[src/source/cq_pkg.sv]
package cq_pkg;

    // Widths
    localparam int CMD_W       = 128;
    localparam int BEAT_W      = 64;
    localparam int PLEN        = 56;
    localparam int PPN_W       = 44;
    localparam int IDX_W       = 32;
    localparam int VPN_W       = 52;
    localparam int DID_W       = 24;
    localparam int PID_W       = 20;
    localparam int GSCID_W     = 16;
    localparam int PSCID_W     = 20;
    localparam int OPCODE_W    = 7;
    localparam int FUNC3_W     = 3;
    localparam int ENTRY_SHIFT = 4;     // 16-byte entries
    localparam int PAGE_SHIFT  = 12;    // Queue base is page aligned

    // Opcodes and function codes
    typedef enum logic [OPCODE_W-1:0] {
        IOTINVAL = 7'd1,
        IOFENCE  = 7'd2,
        IODIR    = 7'd3,
        ATS      = 7'd4
    } cmd_opcode_e;

    typedef enum logic [FUNC3_W-1:0] {VMA = 3'd0, GVMA = 3'd1} inval_func_e;
    typedef enum logic [FUNC3_W-1:0] {INVAL_DDT = 3'd0, INVAL_PDT = 3'd1} dir_func_e;
    localparam logic [FUNC3_W-1:0] FENCE_C = 3'd0;  // Only func3 defined for IOFENCE

    // Field positions (LSB index)
    localparam int OPCODE_LSB    = 0;
    localparam int FUNC3_LSB     = 7;
    localparam int IOT_AV_BIT    = 10;
    localparam int IOT_PSCID_LSB = 12;
    localparam int IOT_PSCV_BIT  = 32;
    localparam int IOT_GV_BIT    = 33;
    localparam int IOT_GSCID_LSB = 44;
    localparam int IOT_VPN_LSB   = 74;
    localparam int DIR_PID_LSB   = 12;
    localparam int DIR_DV_BIT    = 33;
    localparam int DIR_DID_LSB   = 40;

    // Defined bits per command, anything outside is reserved
    localparam logic [CMD_W-1:0] HDR_MASK = CMD_W'({(OPCODE_W + FUNC3_W){1'b1}});
    localparam logic [CMD_W-1:0] IOTINVAL_MASK = HDR_MASK
        | (CMD_W'(1'b1) << IOT_AV_BIT)
        | (CMD_W'({PSCID_W{1'b1}}) << IOT_PSCID_LSB)
        | (CMD_W'(1'b1) << IOT_PSCV_BIT)
        | (CMD_W'(1'b1) << IOT_GV_BIT)
        | (CMD_W'({GSCID_W{1'b1}}) << IOT_GSCID_LSB)
        | (CMD_W'({VPN_W{1'b1}}) << IOT_VPN_LSB);
    localparam logic [CMD_W-1:0] IODIR_MASK = HDR_MASK
        | (CMD_W'({PID_W{1'b1}}) << DIR_PID_LSB)
        | (CMD_W'(1'b1) << DIR_DV_BIT)
        | (CMD_W'({DID_W{1'b1}}) << DIR_DID_LSB);
    localparam logic [CMD_W-1:0] IOFENCE_MASK = HDR_MASK;  // AV, WSI, PR, PW treated as reserved

endpackage

[src/source/cq_fetch.sv]
`timescale 1ns/100ps

module cq_fetch (
    input  logic                      clk_i,
    input  logic                      rst_ni,
    input  logic                      cq_en_i,
    input  logic [cq_pkg::PPN_W-1:0]  cq_base_ppn_i,
    input  logic [4:0]                cq_size_i,       // log2(entries) - 1
    input  logic [cq_pkg::IDX_W-1:0]  cq_tail_i,
    input  logic                      rd_gnt_i,
    input  logic                      rd_valid_i,
    input  logic                      rd_last_i,
    input  logic                      rd_err_i,
    input  logic [cq_pkg::BEAT_W-1:0] rd_data_i,
    input  logic                      buf_full_i,
    input  logic                      cmd_ill_i,
    output logic [cq_pkg::IDX_W-1:0]  cq_head_o,
    output logic                      cq_on_o,
    output logic                      busy_o,
    output logic                      cq_mf_o,
    output logic                      rd_req_o,
    output logic [cq_pkg::PLEN-1:0]   rd_addr_o,
    output logic                      push_o,
    output logic [cq_pkg::CMD_W-1:0]  push_cmd_o,
    output logic                      restart_o
);
    import cq_pkg::*;

    typedef enum logic [1:0] {IDLE, REQ, BEATS} fetch_state_e;

    fetch_state_e      state_q;
    logic              cq_en_q;          // Enable seen last cycle
    logic [IDX_W-1:0]  head_q;
    logic [IDX_W-1:0]  idx_mask;
    logic [BEAT_W-1:0] beat0_q;          // Low half of the entry
    logic [PLEN-1:0]   addr_q;
    logic              mf_q;
    logic              drop_q;           // Current read will not be pushed
    logic              start;
    logic              beat_last;

    assign idx_mask  = ~({IDX_W{1'b1}} << ({1'b0, cq_size_i} + 6'd1));
    assign busy_o    = cq_en_i != cq_en_q;     // Enable transition in progress
    assign cq_on_o   = cq_en_i | cq_en_q;
    assign restart_o = cq_en_i & ~cq_en_q;     // Rising edge of the enable

    // New entry pending and room to take it
    assign start = (state_q == IDLE) && cq_en_i && cq_en_q
                && ((cq_tail_i & idx_mask) != head_q)
                && !mf_q && !cmd_ill_i && !buf_full_i;

    assign beat_last  = (state_q == BEATS) && rd_valid_i && rd_last_i;
    assign push_o     = beat_last && !rd_err_i && !drop_q && cq_en_i;
    assign push_cmd_o = {rd_data_i, beat0_q};  // Last beat is the high half

    assign rd_req_o  = state_q == REQ;
    assign rd_addr_o = addr_q;
    assign cq_head_o = head_q;
    assign cq_mf_o   = mf_q;

    always_ff @(posedge clk_i or negedge rst_ni) begin
        if (!rst_ni) begin
            state_q <= IDLE;
            cq_en_q <= 1'b0;
            head_q  <= '0;
            mf_q    <= 1'b0;
            drop_q  <= 1'b0;
        end else begin
            cq_en_q <= cq_en_i;
            case (state_q)
                IDLE:    if (start) state_q <= REQ;
                REQ:     if (rd_gnt_i) state_q <= BEATS;
                BEATS:   if (beat_last) state_q <= IDLE;
                default: state_q <= IDLE;
            endcase
            // Disable or an error beat poisons the read in flight
            if (start) begin
                drop_q <= 1'b0;
            end else if (state_q != IDLE && (!cq_en_i || (rd_valid_i && rd_err_i))) begin
                drop_q <= 1'b1;
            end
            if (restart_o) begin
                mf_q <= 1'b0;
            end else if (state_q == BEATS && rd_valid_i && rd_err_i) begin
                mf_q <= 1'b1;   // Stops further fetches
            end
            if (restart_o) begin
                head_q <= '0;
            end else if (push_o) begin
                head_q <= (head_q + 1'b1) & idx_mask;  // Wraps at the queue size
            end
        end
    end

    // Entry address at start and the low beat
    always_ff @(posedge clk_i) begin
        if (start) addr_q <= {cq_base_ppn_i, {PAGE_SHIFT{1'b0}}}
                           | (PLEN'(head_q) << ENTRY_SHIFT);
        if (state_q == BEATS && rd_valid_i && !rd_last_i) beat0_q <= rd_data_i;
    end

    // Memory sees a steady address until it grants
    assert property (@(posedge clk_i) disable iff (!rst_ni)
        rd_req_o && !rd_gnt_i |=> $stable(rd_addr_o));

    // Single outstanding read keeps the buffer from overflowing
    assert property (@(posedge clk_i) disable iff (!rst_ni)
        push_o |-> !buf_full_i);

endmodule

[src/source/cq_cmd_buf.sv]
`timescale 1ns/100ps

module cq_cmd_buf (
    input  logic                     clk_i,
    input  logic                     rst_ni,
    input  logic                     flush_i,
    input  logic                     push_i,
    input  logic [cq_pkg::CMD_W-1:0] push_cmd_i,
    input  logic                     pop_i,
    output logic                     full_o,
    output logic                     empty_o,
    output logic [cq_pkg::CMD_W-1:0] head_cmd_o
);
    import cq_pkg::*;

    logic [CMD_W-1:0] mem_q [2];     // Two command slots
    logic             wr_ptr_q;
    logic             rd_ptr_q;
    logic [1:0]       cnt_q;         // 0, 1 or 2 entries

    assign full_o     = cnt_q == 2'd2;
    assign empty_o    = cnt_q == 2'd0;
    assign head_cmd_o = mem_q[rd_ptr_q];

    always_ff @(posedge clk_i or negedge rst_ni) begin
        if (!rst_ni) begin
            wr_ptr_q <= 1'b0;
            rd_ptr_q <= 1'b0;
            cnt_q    <= 2'd0;
        end else if (flush_i) begin
            wr_ptr_q <= 1'b0;      // Drop everything held
            rd_ptr_q <= 1'b0;
            cnt_q    <= 2'd0;
        end else begin
            if (push_i) wr_ptr_q <= ~wr_ptr_q;
            if (pop_i)  rd_ptr_q <= ~rd_ptr_q;
            case ({push_i, pop_i})
                2'b10:   cnt_q <= cnt_q + 2'd1;
                2'b01:   cnt_q <= cnt_q - 2'd1;
                default: cnt_q <= cnt_q;   // Both or neither keep the count
            endcase
        end
    end

    always_ff @(posedge clk_i) begin
        if (push_i) mem_q[wr_ptr_q] <= push_cmd_i;
    end

    assert property (@(posedge clk_i) disable iff (!rst_ni) push_i |-> !full_o);
    assert property (@(posedge clk_i) disable iff (!rst_ni) pop_i |-> !empty_o);

endmodule

[src/source/cq_decode.sv]
`timescale 1ns/100ps

module cq_decode (
    input  logic                       clk_i,
    input  logic                       rst_ni,
    input  logic                       restart_i,
    input  logic                       empty_i,
    input  logic [cq_pkg::CMD_W-1:0]   head_cmd_i,
    output logic                       pop_o,
    output logic                       cmd_ill_o,
    output logic                       flush_vma_o,
    output logic                       flush_gvma_o,
    output logic                       flush_av_o,
    output logic                       flush_gv_o,
    output logic                       flush_pscv_o,
    output logic [cq_pkg::VPN_W-1:0]   flush_vpn_o,
    output logic [cq_pkg::GSCID_W-1:0] flush_gscid_o,
    output logic [cq_pkg::PSCID_W-1:0] flush_pscid_o,
    output logic                       flush_ddtc_o,
    output logic                       flush_pdtc_o,
    output logic                       flush_dv_o,
    output logic [cq_pkg::DID_W-1:0]   flush_did_o,
    output logic                       flush_pv_o,
    output logic [cq_pkg::PID_W-1:0]   flush_pid_o
);
    import cq_pkg::*;

    cmd_opcode_e        opcode;
    inval_func_e        iot_func;
    dir_func_e          dir_func;
    logic [FUNC3_W-1:0] func3;
    logic               ill_n;
    logic               vma_n, gvma_n, pscv_n;
    logic               ddtc_n, pdtc_n, pv_n;
    logic               iot_pscv, dir_dv;
    logic [PID_W-1:0]   dir_pid;

    assign opcode   = cmd_opcode_e'(head_cmd_i[OPCODE_LSB +: OPCODE_W]);
    assign func3    = head_cmd_i[FUNC3_LSB +: FUNC3_W];
    assign iot_func = inval_func_e'(func3);
    assign dir_func = dir_func_e'(func3);
    assign iot_pscv = head_cmd_i[IOT_PSCV_BIT];
    assign dir_dv   = head_cmd_i[DIR_DV_BIT];
    assign dir_pid  = head_cmd_i[DIR_PID_LSB +: PID_W];

    // Stop popping once a bad command was seen, and skip the restart cycle
    assign pop_o = !empty_i && !cmd_ill_o && !restart_i;

    always_comb begin
        ill_n  = 1'b0;
        vma_n  = 1'b0;
        gvma_n = 1'b0;
        pscv_n = 1'b0;
        ddtc_n = 1'b0;
        pdtc_n = 1'b0;
        pv_n   = 1'b0;
        case (opcode)
            IOTINVAL: begin
                if (|(head_cmd_i & ~IOTINVAL_MASK)) ill_n = 1'b1;     // Reserved bit set
                else if (iot_func == VMA) begin
                    vma_n  = 1'b1;
                    pscv_n = iot_pscv;
                end else if (iot_func == GVMA) begin
                    ill_n  = iot_pscv;        // PSCV not allowed with GVMA
                    gvma_n = !iot_pscv;
                end else ill_n = 1'b1;
            end
            IODIR: begin
                if (|(head_cmd_i & ~IODIR_MASK)) ill_n = 1'b1;
                else if (dir_func == INVAL_DDT) begin
                    ill_n  = |dir_pid;        // PID reserved for DDT
                    ddtc_n = ~|dir_pid;
                    pdtc_n = ~|dir_pid;
                end else if (dir_func == INVAL_PDT) begin
                    ill_n  = !dir_dv;         // PDT needs a valid device
                    pdtc_n = dir_dv;
                    pv_n   = dir_dv;
                end else ill_n = 1'b1;
            end
            IOFENCE: ill_n = |(head_cmd_i & ~IOFENCE_MASK) || func3 != FENCE_C;  // No-op
            default: ill_n = 1'b1;   // ATS and reserved opcodes
        endcase
    end

    always_ff @(posedge clk_i or negedge rst_ni) begin
        if (!rst_ni) begin
            cmd_ill_o    <= 1'b0;
            flush_vma_o  <= 1'b0;
            flush_gvma_o <= 1'b0;
            flush_ddtc_o <= 1'b0;
            flush_pdtc_o <= 1'b0;
        end else begin
            flush_vma_o  <= pop_o & vma_n;    // One-cycle strobes
            flush_gvma_o <= pop_o & gvma_n;
            flush_ddtc_o <= pop_o & ddtc_n;
            flush_pdtc_o <= pop_o & pdtc_n;
            if (restart_i) cmd_ill_o <= 1'b0;
            else if (pop_o && ill_n) cmd_ill_o <= 1'b1;   // Held until restart
        end
    end

    // Fields ride along with the strobes
    always_ff @(posedge clk_i) begin
        if (pop_o) begin
            flush_av_o    <= (vma_n | gvma_n) & head_cmd_i[IOT_AV_BIT];
            flush_gv_o    <= (vma_n | gvma_n) & head_cmd_i[IOT_GV_BIT];
            flush_pscv_o  <= pscv_n;
            flush_vpn_o   <= head_cmd_i[IOT_VPN_LSB +: VPN_W];
            flush_gscid_o <= head_cmd_i[IOT_GSCID_LSB +: GSCID_W];
            flush_pscid_o <= head_cmd_i[IOT_PSCID_LSB +: PSCID_W];
            flush_dv_o    <= pdtc_n & dir_dv;
            flush_did_o   <= head_cmd_i[DIR_DID_LSB +: DID_W];
            flush_pv_o    <= pv_n;
            flush_pid_o   <= pv_n ? dir_pid : '0;
        end
    end

    assert property (@(posedge clk_i) disable iff (!rst_ni)
        !(flush_vma_o && flush_gvma_o));

    // An illegal command and everything after it stays unexecuted
    assert property (@(posedge clk_i) disable iff (!rst_ni)
        cmd_ill_o |-> !(flush_vma_o || flush_gvma_o || flush_ddtc_o || flush_pdtc_o));

endmodule

[src/source/cq_handler.sv]
`timescale 1ns/100ps

module cq_handler (
    input  logic                       clk_i,
    input  logic                       rst_ni,
    input  logic                       cq_en_i,
    input  logic [cq_pkg::PPN_W-1:0]   cq_base_ppn_i,
    input  logic [4:0]                 cq_size_i,
    input  logic [cq_pkg::IDX_W-1:0]   cq_tail_i,
    input  logic                       rd_gnt_i,
    input  logic                       rd_valid_i,
    input  logic                       rd_last_i,
    input  logic                       rd_err_i,
    input  logic [cq_pkg::BEAT_W-1:0]  rd_data_i,
    output logic [cq_pkg::IDX_W-1:0]   cq_head_o,
    output logic                       cq_on_o,
    output logic                       busy_o,
    output logic                       cq_mf_o,
    output logic                       cmd_ill_o,
    output logic                       rd_req_o,
    output logic [cq_pkg::PLEN-1:0]    rd_addr_o,
    output logic                       flush_vma_o,
    output logic                       flush_gvma_o,
    output logic                       flush_av_o,
    output logic                       flush_gv_o,
    output logic                       flush_pscv_o,
    output logic [cq_pkg::VPN_W-1:0]   flush_vpn_o,
    output logic [cq_pkg::GSCID_W-1:0] flush_gscid_o,
    output logic [cq_pkg::PSCID_W-1:0] flush_pscid_o,
    output logic                       flush_ddtc_o,
    output logic                       flush_pdtc_o,
    output logic                       flush_dv_o,
    output logic [cq_pkg::DID_W-1:0]   flush_did_o,
    output logic                       flush_pv_o,
    output logic [cq_pkg::PID_W-1:0]   flush_pid_o
);
    import cq_pkg::*;

    logic             push, pop, restart;
    logic             buf_full, buf_empty;
    logic [CMD_W-1:0] push_cmd;
    logic [CMD_W-1:0] head_cmd;

    // Producer, owns head and memory fault
    cq_fetch cq_fetch_i (
        .clk_i, .rst_ni, .cq_en_i, .cq_base_ppn_i, .cq_size_i, .cq_tail_i,
        .rd_gnt_i, .rd_valid_i, .rd_last_i, .rd_err_i, .rd_data_i,
        .buf_full_i (buf_full),
        .cmd_ill_i  (cmd_ill_o),
        .cq_head_o, .cq_on_o, .busy_o, .cq_mf_o, .rd_req_o, .rd_addr_o,
        .push_o     (push),
        .push_cmd_o (push_cmd),
        .restart_o  (restart)
    );

    cq_cmd_buf cq_cmd_buf_i (
        .clk_i, .rst_ni,
        .flush_i    (restart),     // Enable edge empties the buffer
        .push_i     (push),
        .push_cmd_i (push_cmd),
        .pop_i      (pop),
        .full_o     (buf_full),
        .empty_o    (buf_empty),
        .head_cmd_o (head_cmd)
    );

    // Consumer, owns the illegal-command flag
    cq_decode cq_decode_i (
        .clk_i, .rst_ni,
        .restart_i  (restart),
        .empty_i    (buf_empty),
        .head_cmd_i (head_cmd),
        .pop_o      (pop),
        .cmd_ill_o,
        .flush_vma_o, .flush_gvma_o, .flush_av_o, .flush_gv_o, .flush_pscv_o,
        .flush_vpn_o, .flush_gscid_o, .flush_pscid_o,
        .flush_ddtc_o, .flush_pdtc_o, .flush_dv_o, .flush_did_o,
        .flush_pv_o, .flush_pid_o
    );

endmodule

[config.mk]
export PLATFORM = sky130hd
export DESIGN_NAME = cq_handler
export DESIGN_NICKNAME = d
export VERILOG_FILES = /design/src/source/cq_pkg.sv /design/src/source/cq_fetch.sv /design/src/source/cq_cmd_buf.sv /design/src/source/cq_decode.sv /design/src/source/cq_handler.sv
export SDC_FILE = /design/constraint.sdc
export NUM_CORES = 1
export LEC_CHECK = 0
export ABC_CLOCK_PERIOD_IN_PS = 7300
export BUFFER_PORTS_ARGS = -buffer_cell sky130_fd_sc_hd__clkbuf_2
export CAP_MARGIN = 20
export CORE_MARGIN = 8
export CORE_UTILIZATION = 30
export DETAILED_ROUTE_END_ITERATION = 10
export PLACE_DENSITY = 0.57
export REMOVE_ABC_BUFFERS = 1
export SLEW_MARGIN = 20
export SYNTH_ARGS = -nofsm -noshare
export SYNTH_HDL_FRONTEND = slang
export SYNTH_HIERARCHICAL = 1
export SYNTH_SLANG_ARGS = --single-unit
[constraint.sdc]
create_clock -name clk_i -period 7.3 [get_ports clk_i]
set_input_delay 0.365 -clock clk_i [delete_from_list [all_inputs] [get_ports clk_i]]
set_output_delay 0.365 -clock clk_i [all_outputs]
set_load 0.02 [all_outputs]
# ---- Yosys cells after proc, flatten, opt, wreduce, memory -nomap -nowiden
# Memory sizes are Yosys's and may differ from the RTL's.
# Index checks and enable logic that the tools add are counted.
dict set report word_totals {
  ff_bits 303
  mem_bits_rw 256
  memories 1
  out_inout_bits 234
  rom_bits 0
  latchBits 0
  elab_cells 157
}
# memory depth word_bits read_ports rd_ports_with_merged_regs wr line_no
set mem_list {}
lappend mem_list {cq_cmd_buf_i.mem_q 2 128 1 0 1 cq_cmd_buf.sv:16} ;# logic [CMD_W-1:0] mem_q [2];
dict set report op_classes {
  bitwise 19
  n_lt_le_gt_ge 0
  muxes 44
  div_mod_pow 0
  eq_ne 14
  reduce_logical 49
  shifts 1
  add_sub_neg 4
  multipliers 0
}
# cell count
set op_table {}
lappend op_table {{$reduce_or A118 Y1} 1}
lappend op_table {{$reduce_or A73 Y1} 1}
lappend op_table {{$and A32 B32 Y32} 2}
lappend op_table {{$mux W32} 2}
lappend op_table {{$or A56 B36 Y56} 1}
lappend op_table {{$mux W1} 35}
lappend op_table {{$add A32 B1 Y32 const B} 1}
lappend op_table {{$ne A32 B32 Y1} 1}
lappend op_table {{$not A32 Y32} 1}
lappend op_table {{$shl A32 B6 Y32 const A} 1}
lappend op_table {{$reduce_or A29 Y1} 1}
lappend op_table {{$reduce_or A27 Y1} 1}
lappend op_table {{$reduce_or A20 Y1} 1}
lappend op_table {{$logic_and A1 B1 Y1} 18}
lappend op_table {{$eq A7 B2 Y1 const B} 2}
lappend op_table {{$logic_not A1 Y1} 12}
lappend op_table {{$reduce_bool A2 Y1} 6}
lappend op_table {{$and A1 B1 Y1} 8}
lappend op_table {{$mux W2} 4}
lappend op_table {{$eq A7 B1 Y1 const B} 1}
lappend op_table {{$add A5 B1 Y6 const B} 1}
lappend op_table {{$eq A2 B2 Y1 const B} 3}
lappend op_table {{$pmux W2 S3} 1}
lappend op_table {{$reduce_bool A3 Y1} 2}
lappend op_table {{15 further kinds} 24}

# ---- Logic depth before layout (Yosys ltp)
# Gate-level depths: netlist (run 1).
dict set report logic_depth {
  word_depth 11
  ltp_mapped 13
}

# ---- Cells and area by module
# Netlist (run 1), hierarchy kept.
# mod area_per_inst_um2 n_inst cells_each seq_area_each_um2
set by_module_without_submodules {}
lappend by_module_without_submodules {cq_cmd_buf 9482.8 1 418 7787.5}
lappend by_module_without_submodules {cq_fetch 7653.6 1 689 4409.2}
lappend by_module_without_submodules {cq_decode 4581.9 1 243 3758.6}

# ---- Worst setup path after synthesis (run 1)
# No wires, ideal clock.
dict set report synth_timing {
  path_kind {register to register}
  startpoint {reg cq_fetch_i.state_q[0]}
  endpoint {mem cq_cmd_buf_i.mem_q[0][0], enable pin}
  arrival_time_ps 7211
  synth_period_minus_slack_ps 7843
  slack_ps -543
  n_path_buf 2
  path_stages_with_launch 8
  path_cell_list {dfrtp_1 -> nor2b_1 -> and2_1 -> nand4_1 -> inv_1 -> clkbuf_1 -> clkbuf_1 -> nor2b_1}
}
dict set report synth_between {
  elab_chain_cells 8
}
# element line_no
set synth_lines {}
lappend synth_lines {{start, declared} cq_fetch.sv:31} ;# fetch_state_e state_q;
lappend synth_lines {{start signal, assigned} cq_fetch.sv:63} ;# state_q <= IDLE;
lappend synth_lines {{start signal, assigned} cq_fetch.sv:71} ;# IDLE: if (start) state_q <= REQ;
lappend synth_lines {{start signal, assigned} cq_fetch.sv:72} ;# REQ: if (rd_gnt_i) state_q <= BEATS;
lappend synth_lines {{$eq A2 B2 Y1} cq_fetch.sv:52} ;# assign beat_last = (state_q == BEATS) && rd_valid_i && rd_last_i;
lappend synth_lines {{$logic_and A1 B1 Y1 (2 in a row)} cq_fetch.sv:52}
lappend synth_lines {{$logic_and A1 B1 Y1 (3 in a row)} cq_fetch.sv:53} ;# assign push_o = beat_last && !rd_err_i && !drop_q && cq_en_i;
lappend synth_lines {{net push} cq_handler.sv:39} ;# logic push, pop, restart;
lappend synth_lines {{$mux W1} cq_cmd_buf.sv:46} ;# if (push_i) mem_q[wr_ptr_q] <= push_cmd_i;
lappend synth_lines {{$mux W1 (not written as such)} cq_cmd_buf.sv:46}
lappend synth_lines {{end, declared} cq_cmd_buf.sv:16}
# The timed path passes the listed nets, and every way through them passes these cells.

# ---- Worst setup path in the final report (run 1)
dict set report layout_timing {
  startpoint {reg cq_cmd_buf_i.rd_ptr_q}
  endpoint {reg cq_decode_i/flush_pid_o[17] (netlist name), data pin}
}
# element line_no
set layout_lines {}
lappend layout_lines {{start, declared} cq_cmd_buf.sv:18} ;# logic rd_ptr_q;
lappend layout_lines {{start signal, assigned} cq_cmd_buf.sv:36} ;# if (pop_i) rd_ptr_q <= ~rd_ptr_q;
lappend layout_lines {{$mem_v2 Z2 W128} --}
lappend layout_lines {{net head_cmd[105]} cq_handler.sv:42} ;# logic [CMD_W-1:0] head_cmd;
lappend layout_lines {{$reduce_or A73 Y1} cq_decode.sv:69} ;# if (|(head_cmd_i & ~IODIR_MASK)) ill_n = 1'b1;
lappend layout_lines {{$mux W1} cq_decode.sv:69}
lappend layout_lines {{$mux W1} cq_decode.sv:57} ;# case (opcode)
lappend layout_lines {{end signal, assigned} cq_decode.sv:114} ;# flush_pid_o <= pv_n ? dir_pid : '0;
lappend layout_lines {{end, declared} cq_decode.sv:24} ;# output logic [cq_pkg::PID_W-1:0] flush_pid_o
# The timed path passes the listed nets, and every way through them passes these cells.
# A chain may end at the register's enable or synchronous reset.

==> impl_metrics.tcl, run 1 <==
set metrics [dict create \
    wl_mm 62.28 \
    synth_warnings 6 \
    synth-async-reset-ratio 0.08534 \
    crit_path_end_kind "flip-flop" \
    slowest_delay_ns 0.72 \
    min_period_over_period 0.5775 \
    gp_congestion 0.9568 \
    arrival_ns 4.69 \
    hpwl_mm 43.22 \
    cts_sinks 539 \
    tightest_slew_ns 1.112 \
    cts_root_buf "clkbuf_16" \
    max_freq_ghz 0.2372 \
    final_cell_mix "edfxtp_1, clkbuf_2, mux2_2" \
    synth_area_per_cell_sq_um 16.09 \
    start_util 0.3033 \
    cpMaxStageDelayCell "dfrtp_4" \
    ys_seq_area_frac 0.7346 \
    ff2ff_setup_slack_ns 3.08 \
    setup_viol 0 \
    firstDrtPassIters 6 \
    grt_first_pass_wirelength_mm 92.27 \
    max-cap-violations 0 \
    antenna_found_initial 3 \
    numPortBuffers 381 \
    hold_depth 2 \
    synthFlopType "edfxtp_1" \
    ir_drop_v 0.0001761 \
    first_global_vias 14033 \
    cellPowerDensity_mw_per_mm2 302.5 \
    grt_max_degree 129 \
    ant_nets 0 \
    hold_viol_final 0 \
    dieArea_sq_mm 0.08126 \
    final_layout_size_suffix_gt1_frac 0.3708 \
    p_total_mw 8.210 \
    worst_hold_path_type "input port to flip-flop" \
    synth-seq-cells 539 \
    cp-start-kind "flip-flop" \
    synthDistinctLibCells 78 \
    cts.clk_slew.worst_paths_ns 0.06 \
    nNetsFinal 1942 \
    synth_edf_count 493 \
    rows 98 \
    maxSlewViolCount 0 \
    post_cts_resized 0 \
    cts-htree-levels 2 \
    groute.usage.overall 0.1482 \
    rr_endpoint "cq_decode_i/flush_pid_o[17]" \
    synthToLayoutAreaGrowth_pct 24.96 \
    worst-r2r-cell-count 7 \
    overflow 0 \
    path_cells "buf_4, mux2_2, nor4_1, nand4_1, or4_4, nor3_4, and2_2" \
    worst-setup-path-type "flip-flop to flip-flop" \
    rsz0062_at_grt "no" \
    skew_ns 0.04483 \
    vias_per_cell 4.778 \
    die_w_um 285.1 \
    min_period_ns 4.215 \
    core_sq_mm 0.07161 \
    cts_buffers 58 \
    crit_path_end "cq_decode_i/flush_pid_o[17]" \
    dp.cells 2565 \
    layout_commonest_cell "edfxtp_1" \
    tns_ns 0 \
    outcome "finished clean" \
    post_cts_buffers 0 \
    crit_path_max_fanout 47 \
    vias 13303 \
    cts_tree "yes" \
    wl_per_cell_um 22.37 \
    first_iter_violations 867 \
    final_cells 2784 \
    startpoint "cq_cmd_buf_i/rd_ptr_q" \
    ios 386 \
    power.leakage_nw 9.822 \
    die_h_um 285.1 \
    timing.slew.headroom 0.2520 \
    clock_path_buffers 3 \
    rr_startpoint "cq_cmd_buf_i/rd_ptr_q" \
    synth_area_sq_mm 0.02172 \
    crit_required_ns 7.77 \
    drc 0 \
    clk_latency_ns 0.64 \
    netlist_instances 1350 \
]
-- power by group --
group          switching [mW]  internal (mW)  leakage (nW)
logic                   0.853          0.483          3.74
registers               0.125           3.68          5.10
clock network            1.25           1.82         0.989
total                    2.22           5.99          9.82
-- repair_timing --
item | in CTS | in global routing
hold endpoints to repair | 281 | 0
hold buffers | 107 | 0
endpoints found under the setup margin | 0 | 0
-- per-layer routing --
layer	track usage	wire length, um
met3	0.04701	5670
met5	0	0
met2	0.2397	29240
met1	0.1881	25600
met4	0.04816	1765
-- cell usage after synthesis, types with 9 or more instances --
cell type,instances,share of area
nand3_1,27,0.0062
buf_4,85,0.029
nand2b_1,14,0.0040
edfxtp_1,493,0.68
inv_1,28,0.0048
or2_2,26,0.0075
dfrtp_1,46,0.053
and2_1,13,0.0037
clkbuf_1,28,0.0048
and3_1,9,0.0026
nand4_1,18,0.0052
nor3_1,22,0.0051
nand2_1,46,0.0080
buf_6,17,0.0088
and2_2,10,0.0035
xnor2_1,9,0.0036
nor4_1,31,0.0089
a21oi_1,42,0.0097
nor2_1,53,0.0092
xor2_1,9,0.0036
o21ai_0,42,0.0097
nor2b_1,16,0.0046
mux2_2,131,0.068
-- cell families after synthesis --
group | synth area share
flip-flops | 0.7346
AND/OR/NAND/NOR | 0.08642
buffers and inverters | 0.04914
AO/OA/AOI/OAI | 0.04730
multiplexers | 0.07046
XOR/XNOR | 0.007259
adder cells (fa/ha/maj) | 0.004609
other | 0.0001727
-- area by class of cell --
cell class / instances / area, sq um
Fill cell: 6769 / 44470
Sequential cell: 539 / 15960
Multi-Input combinational cell: 650 / 4726
Timing Repair Buffer: 504 / 3123
Clock buffer: 65 / 1478
Tap cell: 950 / 1189
Clock inverter: 44 / 543.0
Inverter: 29 / 113.9
Antenna cell: 3 / 7.507
-- sequential cells by signal, indices dropped and copies added, names as in the netlist, 9 cells and up --
| signal | cells |
|---|---|
| cq_cmd_buf_i/mem_q | 256 |
| cq_fetch_i/beat0_q | 64 |
| cq_decode_i/flush_vpn_o | 52 |
| cq_fetch_i/rd_addr_o | 52 |
| cq_fetch_i/cq_head_o | 32 |
| cq_decode_i/flush_pid_o | 20 |
| cq_decode_i/flush_pscid_o | 20 |
| cq_decode_i/flush_gscid_o | 15 |
| cq_decode_i/flush_did_o | 9 |
-- critical path: cells and delay by family (launching register included) --
family | cells | cell delay (ns)
buf+inv | 1 | 0.63
simple gates | 5 | 2.22
mux | 1 | 0.43
flops | 1 | 0.72
-- worst min path at each step --
stage | from | slack [ns] | endpoint
after floorplan | rst_ni | 0.07 | cq_cmd_buf_i/cnt_q[0]
after CTS | cq_base_ppn_i[11] | 0.01 | cq_fetch_i/rd_addr_o[23]
after detailed placement | cq_fetch_i/beat0_q[56] | 0.43 | cq_cmd_buf_i/mem_q[1][56]
after global routing | cq_base_ppn_i[11] | 0.03 | cq_fetch_i/rd_addr_o[23]
after global placement | cq_fetch_i/beat0_q[13] | 0.42 | cq_cmd_buf_i/mem_q[0][13]
final | cq_base_ppn_i[11] | 0.05 | cq_fetch_i/rd_addr_o[23]
-- through the flow --
step           worst slack [ns]  area [sq um]  hold slack [ns]    util
2_1_floorplan            -1.037         20770          0.06941       -
3_3_place_gp              2.938         24040           0.4222  0.3357
3_5_place_dp              2.875         24040           0.4290  0.3357
4_1_cts                   2.833         27130          0.01412  0.3789
5_1_grt                   2.725         27140          0.03230  0.3789
6_report                  3.085         27140          0.05295  0.3790
No activity file was read; power rests on OpenSTA's default activity.
==> run 2, diff against run 1 <==
--- a/config.mk
+++ b/config.mk
@@ -5,7 +5,7 @@
 export SDC_FILE = /design/constraint.sdc
 export NUM_CORES = 1
 export LEC_CHECK = 0
-export ABC_CLOCK_PERIOD_IN_PS = 7300
+export ABC_CLOCK_PERIOD_IN_PS = 3400
 export BUFFER_PORTS_ARGS = -buffer_cell sky130_fd_sc_hd__clkbuf_2
 export CAP_MARGIN = 20
 export CORE_MARGIN = 8
==> constraint.sdc (replaced) <==
create_clock -name clk_i -period 3.4 [get_ports clk_i]
set_input_delay 0.17 -clock clk_i [delete_from_list [all_inputs] [get_ports clk_i]]
set_output_delay 0.17 -clock clk_i [all_outputs]
set_load 0.02 [all_outputs]
==> impl_metrics.tcl, run 2 (synthesis gave the netlist of run 1 again) <==
set metrics [dict create \
    start_util 0.3033 \
    cts_sinks 539 \
    p_total_mw 17.68 \
    arrival_ns 3.69 \
    outcome "finished clean" \
    worst_hold_path_type "input port to async pin" \
    cts.clk_slew.worst_paths_ns 0.06 \
    firstDrtPassIters 5 \
    antenna_found_initial 5 \
    first_global_vias 14432 \
    cts_buffers 58 \
    placed_area_sq_mm 0.02464 \
    core_sq_mm 0.07161 \
    worst-r2r-cell-count 9 \
    min_period_over_period 0.9432 \
    ant_nets 0 \
    setup_viol 0 \
    vias_per_cell 4.738 \
    die_w_um 285.1 \
    groute.usage.overall 0.1532 \
    final_util 0.3878 \
    nNetsFinal 2015 \
    grt_first_pass_wirelength_mm 95.16 \
    first_iter_violations 1019 \
    final_cells 2856 \
    rr_startpoint "cq_cmd_buf_i/rd_ptr_q" \
    timing.slew.headroom 0.5276 \
    die_h_um 285.1 \
    wl_mm 64.19 \
    crit_path_end_kind "flip-flop" \
    fin_area_sq_mm 0.02777 \
    worst-setup-path-type "flip-flop to flip-flop" \
    grt_max_degree 101 \
    cpMostUsedCell "buf_4" \
    layout_commonest_cell "edfxtp_1" \
    final_cell_mix "edfxtp_1, clkbuf_2, mux2_2" \
    maxSlewViolCount 0 \
    hold_viol_final 0 \
    seqPwrFrac 0.459 \
    largest-register "cq_cmd_buf_i/mem_q" \
    wl_per_cell_um 22.47 \
    clock_path_buffers 3 \
    final_layout_size_suffix_gt1_frac 0.3870 \
    dieArea_sq_mm 0.08126 \
    post_cts_resized 0 \
    vias 13533 \
    cp-start-kind "flip-flop" \
    largest_reg_flops 256 \
    cts-htree-levels 2 \
    path_cells "buf_4, mux2_2, nor4_1, buf_4, nand4_1, or4_4, nor3_4, buf_12, and2_2" \
    clockPowerShare 0.366 \
    ir_drop_v 0.0004139 \
    dp.cells 2630 \
    p_sw_frac 0.2720 \
    tns_ns 0 \
    clk_latency_ns 0.65 \
    max-cap-violations 0 \
    overflow 0 \
    top_regs "cq_cmd_buf_i/mem_q: 256 flops, cq_fetch_i/beat0_q: 64 flops" \
    crit_path_max_fanout 25 \
    rows 98 \
    hold_buffers 115 \
    tightest_slew_ns 0.7065 \
    max_freq_ghz 0.3118 \
    slowest_delay_ns 0.54 \
    p_comb_frac 0.175 \
    rsz0062_at_grt "no" \
    numPortBuffers 381 \
    post_cts_buffers 0 \
    rr_endpoint "cq_decode_i/flush_pid_o[16]" \
    drc 0 \
    crit_required_ns 3.89 \
    cts_root_buf "clkbuf_16" \
    cellPowerDensity_mw_per_mm2 636.5 \
    skew_ns 0.04787 \
    ios 386 \
    gp_congestion 0.9302 \
    cpMaxStageDelayCell "or4_4" \
    cts_tree "yes" \
    p_int_mw 12.87 \
    power_switching_mw 4.808 \
    power.leakage_nw 10.17 \
    ff2ff_setup_slack_ns 0.19 \
    synthToLayoutAreaGrowth_pct 27.88 \
    hpwl_mm 46.67 \
    min_period_ns 3.207 \
]
==> run 2: cell count changes in the layout (fill, tap and decap cells not counted), sizes merged, moves of 2 or more <==
cell,change
buf,+65
dlygate4sd3,+8
clkinv,-7
clkbuf,+6
bufinv,-2
==> run 2: power by group through the flow <==
stage               clock (mW)  sequential [mW]  combinational, mW
global route              6.91             8.14               3.33
finish                    6.47             8.11               3.10
global placement             0             8.23               3.03
CTS                       6.67             8.11               3.17
detailed placement           0             8.23               3.04
floorplan                    0             8.83               1.24
==> run 2: worst max path at each step <==
stage	from	to	slack (ns)	cells after the start
finish	cq_cmd_buf_i/rd_ptr_q	cq_decode_i/flush_pid_o[16]	0.19	9
detailed placement	cq_cmd_buf_i/rd_ptr_q	cq_decode_i/flush_pid_o[16]	0.12	9
floorplan	cq_fetch_i/state_q[0]	cq_cmd_buf_i/mem_q[0][0]	-4.94	5
global placement	cq_cmd_buf_i/rd_ptr_q	cq_decode_i/flush_pid_o[18]	0.12	9
global route	cq_cmd_buf_i/rd_ptr_q	cq_decode_i/flush_pid_o[16]	0.001	9
CTS	cq_cmd_buf_i/rd_ptr_q	cq_decode_i/flush_pid_o[16]	0.05	9
==> run 2: metrics by stage <==
stage / hold slack (ns) / worst slack [ns]
after floorplan: -0.1256 / -4.937
after global placement: 0.1509 / 0.1228
after detailed placement: 0.1514 / 0.1198
after CTS: 0.01995 / 0.05079
after global routing: 0.05852 / 0.001430
final: 0.06350 / 0.1932
==> run 2: area by class of cell <==
class | count | area (sq um)
fillers | 6704 | 43840
clock buffers | 71 | 1521
well taps | 950 | 1189
flip-flops and latches | 539 | 15960
diodes | 4 | 10.01
multi-input cells | 650 | 4726
repair buffers | 577 | 3804
inverters | 29 | 113.9
clock inverters | 36 | 450.4
==> run 2: critical path: cells and delay by family, from the launching register on <==
kind | cells | cell delay, ns
buffers and inverters | 3 | 0.74
DFF | 1 | 0.46
muxes | 1 | 0.40
and+or+nand+nor | 5 | 1.41
==> run 2: routing by layer <==
metal  vias up  GRT usage  routed length (um)
met1      6753     0.1906               26460
li1       6095          -                   -
met2       570     0.2564               30720
met4         2    0.04563                1832
met5         -          0                  13
met3       113    0.04541                5158
==> run 3, diff against run 2 <==
--- a/config.mk
+++ b/config.mk
@@ -9,9 +9,9 @@
 export BUFFER_PORTS_ARGS = -buffer_cell sky130_fd_sc_hd__clkbuf_2
 export CAP_MARGIN = 20
 export CORE_MARGIN = 8
-export CORE_UTILIZATION = 30
+export CORE_UTILIZATION = 38
 export DETAILED_ROUTE_END_ITERATION = 10
-export PLACE_DENSITY = 0.57
+export PLACE_DENSITY = 0.67
 export REMOVE_ABC_BUFFERS = 1
 export SLEW_MARGIN = 20
 export SYNTH_ARGS = -nofsm -noshare
==> impl_metrics.tcl, run 3 (synthesis gave the netlist of run 1 again) <==
set metrics [dict create \
    outcome "finished clean" \
    setup_viol 0 \
    grt_first_pass_wirelength_mm 88.26 \
    p_sw_frac 0.2671 \
    timing.slew.headroom 0.4068 \
    die_w_um 255.1 \
    dieArea_sq_mm 0.06506 \
    hold_depth 3 \
    ir_drop_v 0.0004508 \
    maxSlewViolCount 0 \
    wl_mm 60.63 \
    max_freq_ghz 0.3118 \
    hold_viol_final 0 \
    final_cell_mix "edfxtp_1, clkbuf_2, mux2_2" \
    groute.usage.overall 0.1803 \
    rr_startpoint "cq_cmd_buf_i/rd_ptr_q" \
    clock_path_buffers 3 \
    rr_endpoint "cq_decode_i/flush_pid_o[10]" \
    min_period_ns 3.207 \
    rows 87 \
    core_sq_mm 0.05650 \
    layout_commonest_cell "edfxtp_1" \
    cts_root_buf "clkbuf_16" \
    seqPwrFrac 0.459 \
    power.leakage_nw 10.23 \
    numPortBuffers 381 \
    synthToLayoutAreaGrowth_pct 27.22 \
    holdCritStartpoint "rd_last_i" \
    clockPowerShare 0.366 \
    gp_congestion 0.9769 \
    grt_max_degree 100 \
    n_fill_cell 4779 \
    min_period_over_period 0.9433 \
    min_to "cq_fetch_i/beat0_q[18]" \
    cts_tree "yes" \
    cts.clk_slew.worst_paths_ns 0.06 \
    worst-r2r-cell-count 8 \
    p_int_mw 12.94 \
    rsz0062_at_grt "no" \
    worst-setup-path-type "flip-flop to flip-flop" \
    pre_cts_slack_ns -0.06900 \
    whs_ns 0.1722 \
    largest_reg_flops 256 \
    max-cap-violations 0 \
    p_comb_frac 0.175 \
    clk_latency_ns 0.63 \
    die_h_um 255.1 \
    post_cts_buffers 0 \
    firstDrtPassIters 5 \
    first_global_vias 14109 \
    drc 0 \
    overflow 0 \
    start_util 0.3844 \
    vias_per_cell 5.048 \
    crit_path_end_kind "flip-flop" \
    top_regs "cq_cmd_buf_i/mem_q: 256 flops, cq_fetch_i/beat0_q: 64 flops" \
    arrival_ns 3.68 \
    ios 386 \
    cts_buffers 56 \
    largest-register "cq_cmd_buf_i/mem_q" \
    nNetsFinal 2021 \
    setup_slack_ns 0.1928 \
    antenna_found_initial 10 \
    p_total_mw 17.66 \
    worst_hold_path_type "input port to flip-flop" \
    ff2ff_setup_slack_ns 0.19 \
    ant_nets 0 \
    skew_ns 0.04607 \
    hpwl_mm 43.24 \
    cts-htree-levels 2 \
    vias 13484 \
    wl_per_cell_um 22.70 \
    cts_sinks 539 \
    power_switching_mw 4.716 \
    crit_path_max_fanout 21 \
    first_iter_violations 931 \
    crit_required_ns 3.87 \
    final_layout_size_suffix_gt1_frac 0.3950 \
    cp-start-kind "flip-flop" \
    tightest_slew_ns 0.8898 \
    cellPowerDensity_mw_per_mm2 639.1 \
]
## run 3: worst max path at each step
stage | from | end | slack (ns) | cells after the start
3_5_place_dp | cq_cmd_buf_i/rd_ptr_q | cq_decode_i/flush_pid_o[10] | -0.07 | 9
4_1_cts | cq_cmd_buf_i/rd_ptr_q | cq_decode_i/flush_pid_o[10] | 0.06 | 9
5_1_grt | cq_cmd_buf_i/rd_ptr_q | cq_decode_i/flush_pid_o[6] | 0.02 | 9
2_1_floorplan | cq_fetch_i/state_q[0] | cq_cmd_buf_i/mem_q[0][0] | -4.94 | 5
3_3_place_gp | cq_cmd_buf_i/rd_ptr_q | cq_decode_i/flush_pid_o[15] | -0.06 | 9
6_report | cq_cmd_buf_i/rd_ptr_q | cq_decode_i/flush_pid_o[10] | 0.19 | 8
## run 3: cell type report
class,instances,area [sq um],share of cell area
clock buffer,64,1441,0.05217
clock inverter,42,530.5,0.01920
inverter,29,113.9,0.004121
sequential,539,15960,0.5776
tap,756,945.9,0.03424
antenna,6,15.01,0.0005434
timing repair buffer,585,3876,0.1403
multi-input combinational,650,4747,0.1718
## run 3: power groups by stage
| stage | clock network [mW] | logic [mW] | registers [mW] |
|---|---|---|---|
| after floorplan | 0 | 1.24 | 8.83 |
| after global placement | 0 | 2.97 | 8.23 |
| after detailed placement | 0 | 2.99 | 8.24 |
| after CTS | 6.62 | 3.14 | 8.11 |
| after global routing | 6.86 | 3.31 | 8.15 |
| final | 6.46 | 3.09 | 8.11 |
## run 3: per-stage QoR
step / instance area, sq um / utilization / instances / setup TNS [ns]
2_1_floorplan: 20770 / - / 1218 / -1137.21
4_1_cts: 27600 / 0.4885 / 2665 / 0
5_1_grt: 27620 / 0.4890 / 2669 / 0
6_report: 27630 / 0.4890 / 2671 / 0
3_5_place_dp: 24470 / 0.4331 / 2444 / -1.110
3_3_place_gp: 24470 / 0.4331 / 2444 / -1.184
## run 3: critical path, stage by stage (launching register included)
cell     delay, ns
dfrtp_4       0.55
buf_4         0.20
mux2_2        0.36
nor4_1        0.57
nand4_1       0.20
or4_4         0.61
nor3_4        0.22
buf_12        0.17
and2_2        0.15
## run 3: repair_timing
item | in CTS | in global routing
pin swaps | 0 | 0
resized for setup | 1 | 2
hold buffers | 115 | 0
endpoints found under the hold margin | 267 | 0
setup endpoints to repair | 25 | 5
## run 3: layer usage
| metal | share of wire | vias up | GRT usage |
|---|---|---|---|
| met5 | 0.00089 | - | 0 |
| met4 | 0.025 | 8 | 0.05557 |
| met3 | 0.088 | 101 | 0.04376 |
| met2 | 0.48 | 599 | 0.3024 |
| met1 | 0.41 | 6660 | 0.2300 |
| li1 | - | 6116 | - |
